`src/hw/fetch_pkg.sv`:
```
package fetch_pkg;

    // pc and instruction word width
    localparam int ADDR_W = 32;

    // instruction bus carries two words per beat
    localparam int BUS_W = 64;

    // boot rom entry
    localparam logic [ADDR_W-1:0] RESET_PC = 32'hbfc00000;

    // general exception entry
    localparam logic [ADDR_W-1:0] EXC_VECTOR = 32'hbfc00380;

    // commit-time redirect causes, highest priority first
    typedef enum logic [2:0] {
        RD_NONE,
        RD_EXCEPTION,
        RD_ERET,
        RD_BRANCH,
        RD_JUMP
    } redirect_kind_t;

    // phases of the four-phase instruction bus
    // request side walks idle, req, wait_drop
    // response side uses discard for a dropped beat
    typedef enum logic [1:0] {
        BUS_IDLE,
        BUS_REQ,
        BUS_WAIT_DROP,
        BUS_DISCARD
    } bus_state_t;

endpackage

```
`src/hw/redirect_select.sv`:
```
`timescale 1ns/1ps

module redirect_select (
    input  logic                           clk,
    input  logic                           reset,
    input  logic                           exception_valid,
    input  logic                           eret,
    input  logic [fetch_pkg::ADDR_W-1:0]   epc,
    input  logic                           branch,
    input  logic [fetch_pkg::ADDR_W-1:0]   branch_target,
    input  logic                           jump,
    input  logic [fetch_pkg::ADDR_W-1:0]   jump_target,
    output logic                           redirect_valid,
    output logic [fetch_pkg::ADDR_W-1:0]   redirect_pc,
    output fetch_pkg::redirect_kind_t      redirect_kind
);
    import fetch_pkg::*;

    // fixed priority: exception, eret, branch, jump
    always_comb
    begin
        redirect_kind = RD_NONE;
        redirect_pc = '0;
        if (exception_valid)
        begin
            redirect_kind = RD_EXCEPTION;
            redirect_pc = EXC_VECTOR;
        end
        else if (eret)
        begin
            redirect_kind = RD_ERET;
            redirect_pc = epc;
        end
        else if (branch)
        begin
            redirect_kind = RD_BRANCH;
            redirect_pc = branch_target;
        end
        else if (jump)
        begin
            redirect_kind = RD_JUMP;
            redirect_pc = jump_target;
        end
    end

    // any winning cause redirects fetch this cycle
    assign redirect_valid = (redirect_kind != RD_NONE);

endmodule

```
`src/hw/pc_request.sv`:
```
`timescale 1ns/1ps

module pc_request (
    input  logic                           clk,
    input  logic                           reset,
    input  logic [fetch_pkg::ADDR_W-1:0]   next_pc,
    input  logic                           start,
    input  logic                           imem_ack,
    output logic                           imem_req,
    output logic [fetch_pkg::ADDR_W-1:0]   imem_addr,
    output logic [fetch_pkg::ADDR_W-1:0]   pc,
    output logic                           addr_done
);
    import fetch_pkg::*;

    bus_state_t state;
    bus_state_t state_next;
    logic       bus_free;
    logic       launch;

    // previous handshake fully closed, ack back low
    assign bus_free = (state != BUS_REQ) && !imem_ack;
    assign launch = bus_free && start;

    always_comb
    begin
        state_next = state;
        case (state)
            BUS_IDLE, BUS_WAIT_DROP:
            begin
                if (launch)
                    state_next = BUS_REQ;
                else if (!imem_ack)
                    state_next = BUS_IDLE;
            end
            BUS_REQ:
            begin
                // drop req the cycle after ack is seen
                if (imem_ack)
                    state_next = BUS_WAIT_DROP;
            end
            default:
                state_next = BUS_IDLE;
        endcase
    end

    always_ff @(posedge clk)
    begin
        if (!reset)
        begin
            state <= BUS_IDLE;
            pc <= RESET_PC;
        end
        else
        begin
            state <= state_next;
            if (launch)
                pc <= next_pc;
        end
    end

    assign imem_req = (state == BUS_REQ);

    // bus is doubleword wide, slot pick happens on the response side
    assign imem_addr = {pc[ADDR_W-1:3], 3'b000};

    // first ack of the open request
    assign addr_done = (state == BUS_REQ) && imem_ack;

endmodule

```
`src/hw/instr_receive.sv`:
```
`timescale 1ns/1ps

module instr_receive (
    input  logic                           clk,
    input  logic                           reset,
    input  logic                           imem_ack,
    input  logic [fetch_pkg::BUS_W-1:0]    imem_data,
    input  logic [fetch_pkg::ADDR_W-1:0]   pc,
    input  logic                           discard,
    input  logic                           stall,
    output logic [fetch_pkg::ADDR_W-1:0]   instr0,
    output logic [fetch_pkg::ADDR_W-1:0]   instr1,
    output logic [fetch_pkg::ADDR_W-1:0]   pc0,
    output logic [fetch_pkg::ADDR_W-1:0]   pc1,
    output logic [1:0]                     hit,
    output logic                           full,
    output logic                           finish_instr
);
    import fetch_pkg::*;

    bus_state_t resp_state;
    logic       first_ack;
    logic       capture;

    // only the rising ack carries a fresh beat
    assign first_ack = (resp_state == BUS_IDLE) && imem_ack;
    assign capture = first_ack && !discard;

    always_ff @(posedge clk)
    begin
        if (!reset)
        begin
            resp_state <= BUS_IDLE;
            full <= 1'b0;
            hit <= 2'b00;
        end
        else
        begin
            case (resp_state)
                BUS_IDLE:
                begin
                    if (first_ack)
                        resp_state <= discard ? BUS_DISCARD : BUS_WAIT_DROP;
                end
                BUS_WAIT_DROP, BUS_DISCARD:
                begin
                    // wait for the memory to close the handshake
                    if (!imem_ack)
                        resp_state <= BUS_IDLE;
                end
                default:
                    resp_state <= BUS_IDLE;
            endcase

            if (discard)
                full <= 1'b0;
            else if (capture)
            begin
                full <= 1'b1;
                // upper word start leaves only slot 0
                hit <= pc[2] ? 2'b01 : 2'b11;
            end
            else if (full && !stall)
                full <= 1'b0;
        end
    end

    // low word sits at the aligned address
    always_ff @(posedge clk)
    begin
        if (capture)
        begin
            pc0 <= pc;
            pc1 <= pc + ADDR_W'(4);
            if (pc[2])
            begin
                instr0 <= imem_data[BUS_W-1:ADDR_W];
                instr1 <= '0;
            end
            else
            begin
                instr0 <= imem_data[ADDR_W-1:0];
                instr1 <= imem_data[BUS_W-1:ADDR_W];
            end
        end
    end

    // bundle on offer whenever decode is not stalled
    assign finish_instr = full && !stall;

endmodule

```
`src/hw/quickfetch.sv`:
```
`timescale 1ns/1ps

module quickfetch (
    input  logic                           clk,
    input  logic                           reset,
    input  logic                           stall_f,
    input  logic                           redirect_valid,
    input  logic [fetch_pkg::ADDR_W-1:0]   redirect_pc,
    input  logic                           imem_ack,
    input  logic [fetch_pkg::BUS_W-1:0]    imem_data,
    output logic                           imem_req,
    output logic [fetch_pkg::ADDR_W-1:0]   imem_addr,
    output logic [fetch_pkg::ADDR_W-1:0]   pc_f,
    output logic [fetch_pkg::ADDR_W-1:0]   instr0,
    output logic [fetch_pkg::ADDR_W-1:0]   instr1,
    output logic [fetch_pkg::ADDR_W-1:0]   pc0,
    output logic [fetch_pkg::ADDR_W-1:0]   pc1,
    output logic [1:0]                     hit_f,
    output logic                           finish_f
);
    import fetch_pkg::*;

    logic [ADDR_W-1:0] next_pc;
    logic [ADDR_W-1:0] pc;
    logic [ADDR_W-1:0] seq_pc;
    logic [ADDR_W-1:0] seq_pc_;
    logic [ADDR_W-1:0] redir_pc_h;
    logic [ADDR_W-1:0] redir_pc_h_;
    logic              redir_h;
    logic              redir_h_;
    logic              mask;
    logic              mask_;
    logic              start;
    logic              open_txn;
    logic              addr_done;
    logic              discard;
    logic              full;
    logic              finish_instr;

    // live redirect first, then a held one, else sequential
    assign next_pc = redirect_valid ? redirect_pc : (redir_h ? redir_pc_h : seq_pc);

    // bus closed and output buffer empty
    assign start = !imem_req && !imem_ack && !full;

    // request out, ack not yet back
    assign open_txn = imem_req && !imem_ack;

    // kill the beat of a marked transaction or one hit by a redirect now
    assign discard = redirect_valid || mask;

    always_comb
    begin
        seq_pc_ = seq_pc;
        redir_h_ = redir_h;
        redir_pc_h_ = redir_pc_h;
        mask_ = mask;
        if (addr_done)
        begin
            mask_ = 1'b0;
            // only a kept beat moves the sequential pc
            if (!discard)
                seq_pc_ = pc[2] ? pc + ADDR_W'(4) : pc + ADDR_W'(8);
        end
        if (start)
            redir_h_ = 1'b0;
        if (redirect_valid)
        begin
            if (open_txn)
                mask_ = 1'b1;
            // bus busy, keep the target until the next request
            if (!start)
            begin
                redir_h_ = 1'b1;
                redir_pc_h_ = redirect_pc;
            end
        end
    end

    always_ff @(posedge clk)
    begin
        if (!reset)
        begin
            seq_pc <= RESET_PC;
            redir_h <= 1'b0;
            mask <= 1'b0;
        end
        else
        begin
            seq_pc <= seq_pc_;
            redir_h <= redir_h_;
            mask <= mask_;
        end
    end

    always_ff @(posedge clk)
    begin
        redir_pc_h <= redir_pc_h_;
    end

    pc_request pc_request (
        .clk,
        .reset,
        .next_pc,
        .start,
        .imem_ack,
        .imem_req,
        .imem_addr,
        .pc,
        .addr_done
    );

    instr_receive instr_receive (
        .clk,
        .reset,
        .imem_ack,
        .imem_data,
        .pc,
        .discard,
        .stall(stall_f),
        .instr0,
        .instr1,
        .pc0,
        .pc1,
        .hit(hit_f),
        .full,
        .finish_instr
    );

    assign pc_f = pc;

    // a redirect this cycle kills the bundle on offer
    assign finish_f = finish_instr && !redirect_valid;

endmodule

```
`src/hw/fetch_top.sv`:
```
`timescale 1ns/1ps

module fetch_top (
    input  logic                           clk,
    input  logic                           reset,
    input  logic                           exception_valid,
    input  logic                           eret,
    input  logic [fetch_pkg::ADDR_W-1:0]   epc,
    input  logic                           branch,
    input  logic [fetch_pkg::ADDR_W-1:0]   branch_target,
    input  logic                           jump,
    input  logic [fetch_pkg::ADDR_W-1:0]   jump_target,
    input  logic                           stall_f,
    output logic [fetch_pkg::ADDR_W-1:0]   pc_f,
    output logic [fetch_pkg::ADDR_W-1:0]   instr0,
    output logic [fetch_pkg::ADDR_W-1:0]   instr1,
    output logic [fetch_pkg::ADDR_W-1:0]   pc0,
    output logic [fetch_pkg::ADDR_W-1:0]   pc1,
    output logic [1:0]                     hit_f,
    output logic                           finish_f,
    output logic                           imem_req,
    output logic [fetch_pkg::ADDR_W-1:0]   imem_addr,
    input  logic                           imem_ack,
    input  logic [fetch_pkg::BUS_W-1:0]    imem_data
);
    import fetch_pkg::*;

    logic              redirect_valid;
    logic [ADDR_W-1:0] redirect_pc;

    // cause is visible on the waveform through the instance port
    redirect_select redirect_select (
        .clk,
        .reset,
        .exception_valid,
        .eret,
        .epc,
        .branch,
        .branch_target,
        .jump,
        .jump_target,
        .redirect_valid,
        .redirect_pc,
        .redirect_kind()
    );

    quickfetch quickfetch (
        .clk,
        .reset,
        .stall_f,
        .redirect_valid,
        .redirect_pc,
        .imem_ack,
        .imem_data,
        .imem_req,
        .imem_addr,
        .pc_f,
        .instr0,
        .instr1,
        .pc0,
        .pc1,
        .hit_f,
        .finish_f
    );

endmodule

```
`config.mk`:
```
export PLATFORM = sky130hd
export DESIGN_NAME = fetch_top
export DESIGN_NICKNAME = d
export VERILOG_FILES = /design/src/hw/fetch_pkg.sv /design/src/hw/redirect_select.sv /design/src/hw/pc_request.sv /design/src/hw/instr_receive.sv /design/src/hw/quickfetch.sv /design/src/hw/fetch_top.sv
export SDC_FILE = /design/constraint.sdc
export NUM_CORES = 1
export LEC_CHECK = 0
export BUFFER_PORTS_ARGS = -buffer_cell sky130_fd_sc_hd__buf_2
export CORE_ASPECT_RATIO = 1.2
export CORE_MARGIN = 2
export CORE_UTILIZATION = 51
export CTS_BUF_LIST = sky130_fd_sc_hd__clkbuf_16
export DETAILED_ROUTE_END_ITERATION = 12
export PLACE_DENSITY = 0.8
export SYNTH_ARGS = -nofsm -noshare
export SYNTH_HDL_FRONTEND = slang
export SYNTH_HIERARCHICAL = 1
export SYNTH_SLANG_ARGS = --single-unit
```
`constraint.sdc`:
```
create_clock -name clk -period 24.6 [get_ports clk]
set_clock_uncertainty 0.2 [all_clocks]
set_input_delay 4.92 -clock clk [delete_from_list [all_inputs] [get_ports clk]]
set_output_delay 4.92 -clock clk [all_outputs]
set_load 0.01 [all_outputs]
```
# --- Word level (Yosys, flattened, before mapping) ---
# Cells that the tools add are included.
word_totals:
  reg_bits: 233
  input_bits: 168
  output_inout_bits: 196
  word_cells: 84
classes:
  add_sub_neg: 2
  n_eq_ne: 9
  mux: 28
  bitwise_logic: 3
  n_reduce_logical: 29
ops:
  columns: ["cell", "count"]
  rows:
  - ["$mux W32", 8]
  - ["$add A32 B3 Y32 const B", 1]
  - ["$add A32 B4 Y32 const B", 1]
  - ["$mux W3", 4]
  - ["$logic_and A1 B1 Y1", 10]
  - ["$mux W2", 5]
  - ["$reduce_and A2 Y1", 5]
  - ["$mux W1", 9]
  - ["$pmux W2 S2", 2]
  - ["$eq A2 B2 Y1 const B", 3]
  - ["$logic_not A1 Y1", 6]
  - ["$ne A2 B2 Y1 const B", 3]
  - ["$reduce_or A2 Y1", 3]
  - ["$logic_not A2 Y1", 2]
  - ["$ne A3 B3 Y1 const B", 1]
  - ["$not A1 Y1", 3]
  - ["$reduce_bool A3 Y1", 1]
  - ["$eq A2 B1 Y1 const B", 1]
  - ["$ne A2 B1 Y1 const B", 1]
  - ["$reduce_bool A2 Y1", 1]
  - ["$logic_or A1 B1 Y1", 1]

# --- Logic depth before layout (Yosys ltp) ---
logic_depth:
  depth_word: 9
  ltp_mapped: 11
  ltp_nobuf: 6

# --- By module ---
# The synthesis kept the hierarchy.
modules_own_cells:
  columns: ["mod", "n_inst", "cells_per_inst", "area_per_inst_um2", "seq_area_each_um2"]
  rows:
  - ["instr_receive", 1, 303, 5158.7, 3883.7]
  - ["quickfetch", 1, 377, 3488.3, 1621.6]
  - ["pc_request", 1, 182, 1717.9, 680.7]
  - ["redirect_select", 1, 100, 804.5, 0.0]

# --- Worst setup path before layout ---
# Ideal clock, no wire load.
synth_timing:
  kind: "input -> register"
  startpoint: "input port eret"
  endpoint: "register quickfetch/instr_receive/instr0[0] (netlist name), enable pin"
  setup_ps: 976
  t_arrival_ps: 19164
  required_time_ps: 23424
  slack_ps: 4261
  path_stages: 8
  n_path_buf: 4
  cell_sequence: "buf_2 clkbuf_1 nor2_1 nand2_1 clkbuf_1 clkbuf_1 or2_2 nor4b_1"
synth_via:
  elab_chain_len: 6
synth_rtl:
  columns: ["item", "line_no", "text"]
  rows:
  - ["from (decl)", "fetch_top.sv:7", "input logic eret,"]
  - ["$mux W3", "redirect_select.sv:29", "else if (eret)"]
  - ["$mux W3", "redirect_select.sv:24", "if (exception_valid)"]
  - ["$reduce_bool A3 Y1", "redirect_select.sv:47", "assign redirect_valid = (redirect_kind != RD_NONE);"]
  - ["via redirect_valid", "fetch_top.sv:28", "logic redirect_valid;"]
  - ["$logic_or A1 B1 Y1", "quickfetch.sv:50", "assign discard = redirect_valid || mask;"]
  - ["via quickfetch.discard", "quickfetch.sv:36", "logic discard;"]
  - ["$logic_not A1 Y1", null, null]
  - ["$logic_and A1 B1 Y1", "instr_receive.sv:27", "assign capture = first_ack && !discard;"]
  - ["via quickfetch.instr_receive.capture", "instr_receive.sv:23", "logic capture;"]
  - ["to (signal assigned)", "instr_receive.sv:77", "instr0 <= imem_data[BUS_W-1:ADDR_W];"]
  - ["to (signal assigned)", "instr_receive.sv:82", "instr0 <= imem_data[ADDR_W-1:0];"]
  - ["to (decl)", "instr_receive.sv:11", "output logic [fetch_pkg::ADDR_W-1:0] instr0,"]
# The timed path passes the listed nets, and every way through them passes these cells.
# A chain may end at the register's enable or synchronous reset.

# --- Worst setup path in the final report ---
layout_timing:
  startpoint: "input port eret"
  endpoint: "output port finish_f"
layout_via:
  elab_chain_len: 5
layout_rtl:
  columns: ["item", "line_no", "text"]
  rows:
  - ["$mux W3", "redirect_select.sv:29", null]
  - ["$mux W3", "redirect_select.sv:24", null]
  - ["$reduce_bool A3 Y1", "redirect_select.sv:47", null]
  - ["via redirect_valid", "fetch_top.sv:28", null]
  - ["$logic_not A1 Y1", "quickfetch.sv:133", "assign finish_f = finish_instr && !redirect_valid;"]
  - ["$logic_and A1 B1 Y1", "quickfetch.sv:133", null]
  - ["to (decl)", "fetch_top.sv:20", "output logic finish_f,"]
# The timed path passes the listed nets, and every way through them passes these cells.

==> qor.csv <==
stage;metric;value;unit
cells_and_area;layout cells sized above 1;0.363;
clock_tree;CTS Buffer Depth;3;
routing;antenna-violating nets left;0;
global_routing;Total GRT Usage;0.239;
clock_tree;cts bufs inserted;23;
clock_tree;Setup Buffers After CTS;0;
timing;setup_tns;0;ns
routing;drc violations;0;
clock_tree;CTS H-tree depth;1;
floorplanning;IO Pins;364;
floorplanning;FP Rows;59;
placed_design;placed instance area;12900;µm²
placed_design;Placed Cells;1512;
timing;Max Slew Vio Count;0;
timing;worst setup margin;13.06;ns
critical_path;critical-path maximum fanout;70;
clock_tree;CTS Hold Bufs;0;
critical_path;critical path's most frequent cell;buf_2;
routing;DRT Pass-1 Iters;5;
critical_path;WP data required;19.48;ns
power_and_ir_drop;Max IR drop VDD;49.6;µV
clock_tree;clock sinks;230;
timing;hold slack;0.269;ns
placed_design;Port-buffer cells;360;
timing;Fmax achieved;0.0867;GHz
floorplanning;die width;139;µm
outcome;outcome;finished, final reports clean;
floorplanning;die area;23100;µm²
critical_path;Buffers & Inverters on Critical Path;3;
power_and_ir_drop;pwr dens;61.5;nW/µm²
placed_design;RePlAce Congestion;0.816;
timing;fin crit share;0.469;
clock_tree;CTS tree;done;
yosys;Syn Area/Cell;11.6;µm²
cells_and_area;post-route cell area;13500;µm²
timing;fin crit period;11.54;ns
clock_tree;post-CTS sizing;0;
critical_path;critical path endpoint category;output port;
cells_and_area;final non-filler cell total;1553;
critical_path;Startpoint Class;input pin;
critical_path;Crit path arrival time;6.42;ns
timing;final hold vios;0;
floorplanning;Initial Utilization;0.517;
power_and_ir_drop;leakage power;5.47;nW
timing;Rel. slew slack;0.269;
timing;unrepaired setup endpoints after global routing;false;
floorplanning;Core Region;21600;µm²
clock_tree;Clk Latency, worst-skew pair;0.50;ns
cells_and_area;fin nets;1433;
critical_path;critical path class;in -> out;
global_routing;antenna violations before repair;0;
clock_tree;clock-pin slew on the worst setup and hold paths;0.06;ns
critical_path;CP cell instances;buf_2, nor2_1, nand2_2, buf_4, nor2b_1, buf_2;
routing;drt initial violations;639;
global_routing;number of global-route vias before repair;8217;
yosys;Synth Warn #;6;
cells_and_area;synthesis-to-finish area growth;21.5;%
global_routing;gr ovfl total;0;
timing;final setup vio count;0;
routing;wire per inst;18.6;µm
yosys;Mapped Area;11200;µm²
critical_path;CP max stage cell;buf_2;
timing;Worst-Margin Slew;1.09;ns
placed_design;Placement Setup Slack;13.07;ns
critical_path;Largest stage delay, worst path;0.52;ns
global_routing;largest net degree at the start of global routing;98;
placed_design;HPWL after DPL;20.0;mm
routing;routed wire length;28.8;mm
job;max cap viols;0;
cells_and_area;n_diodes;0;
clock_tree;clock root cell;clkbuf_16;
routing;Avg Vias per Cell;5.56;
floorplanning;chip height;166;µm
hold_path;worst hold-check path type;reg -> reg;
global_routing;first-pass GRT wire length;44.7;mm
routing;vias post-DR;8642;
critical_path;kind of cell adding the most delay to the critical path;buffers and inverters;
yosys;synthesized instance count;959;
per-stage QoR:
stage          utilization  power, mW
4_1_cts              0.629      0.840
5_1_grt              0.629      0.865
3_5_place_dp         0.596      0.515
6_report             0.629      0.833
3_3_place_gp         0.596      0.513
2_1_floorplan            -      0.488
power breakdown:
part           internal, mW  switching [mW]
combinational        0.0349          0.0372
clock                 0.181           0.145
sequential            0.424          0.0114
total                 0.640           0.193
worst register-to-register path, delay by kind of cell (launching register included):
kind                       cells  cell delay [ns]
adders and majority gates      1             0.34
DFF                            1             0.33
buffers and inverters          1             0.63
xor gates and xnor gates       1             0.11
and+or+nand+nor                3             1.26
per-layer routing:
metal / up-vias / track usage / wire length, µm
li1: 4107 / - / -
met1: 4065 / 0.304 / 11600
met2: 417 / 0.416 / 14200
met3: 53 / 0.0398 / 2210
met4: 0 / 0.0795 / 800
met5: - / 0 / 0
flip-flops by register name, summed over array words and instances, names as in the netlist:
| signal | cells |
|---|---|
| quickfetch/instr_receive/instr0 | 32 |
| quickfetch/instr_receive/resp_state | 2 |
| quickfetch/mask | 1 |
| quickfetch/instr_receive/pc1 | 30 |
| quickfetch/instr_receive/full | 1 |
| quickfetch/pc_request/pc | 32 |
| quickfetch/redir_h | 1 |
| quickfetch/instr_receive/instr1 | 32 |
| quickfetch/redir_pc_h | 32 |
| quickfetch/instr_receive/pc0 | 32 |
| quickfetch/pc_request/state | 2 |
| quickfetch/instr_receive/hit | 2 |
| quickfetch/seq_pc | 31 |
cell type report:
class                      instances  area (µm²)
inverter                          11        41.3
timing repair buffer             374        1910
tap                              274         343
fill                            1702        8010
multi-input combinational        623        4370
clock buffer                      23         576
sequential                       230        6190
clock inverter                    18         120
worst paths after layout:
kind / cells after the start / start / endpoint / slack, ns
hold / removal: 1 / quickfetch/instr_receive/hit[0]$_SDFFE_PN0P_ / quickfetch/instr_receive/hit[0]$_SDFFE_PN0P_ / 0.27
setup reg to reg: 6 / quickfetch/pc_request/pc[2]$_SDFFE_PN0P_ / quickfetch/instr_receive/pc1[26]$_DFFE_PP_ / 21.46
setup / recovery: 6 / eret / finish_f / 13.06
hold reg to reg: 1 / quickfetch/instr_receive/hit[0]$_SDFFE_PN0P_ / quickfetch/instr_receive/hit[0]$_SDFFE_PN0P_ / 0.27
placed cells by master (no fill, tap or decap), drive strengths merged, types with 14 or more instances in the layout:
cell      n
a21oi    14
a221o    20
and3b    32
buf     374
clkbuf   23
dfxtp    72
edfxtp  158
inv      14
mux2     32
mux2i    66
nand2   102
nand3    21
nand4    22
nor2     29
nor2b    54
nor3     20
o21ai    46
xnor2    26
xor2     16
Note: power is estimated with default switching activity, not from simulation.
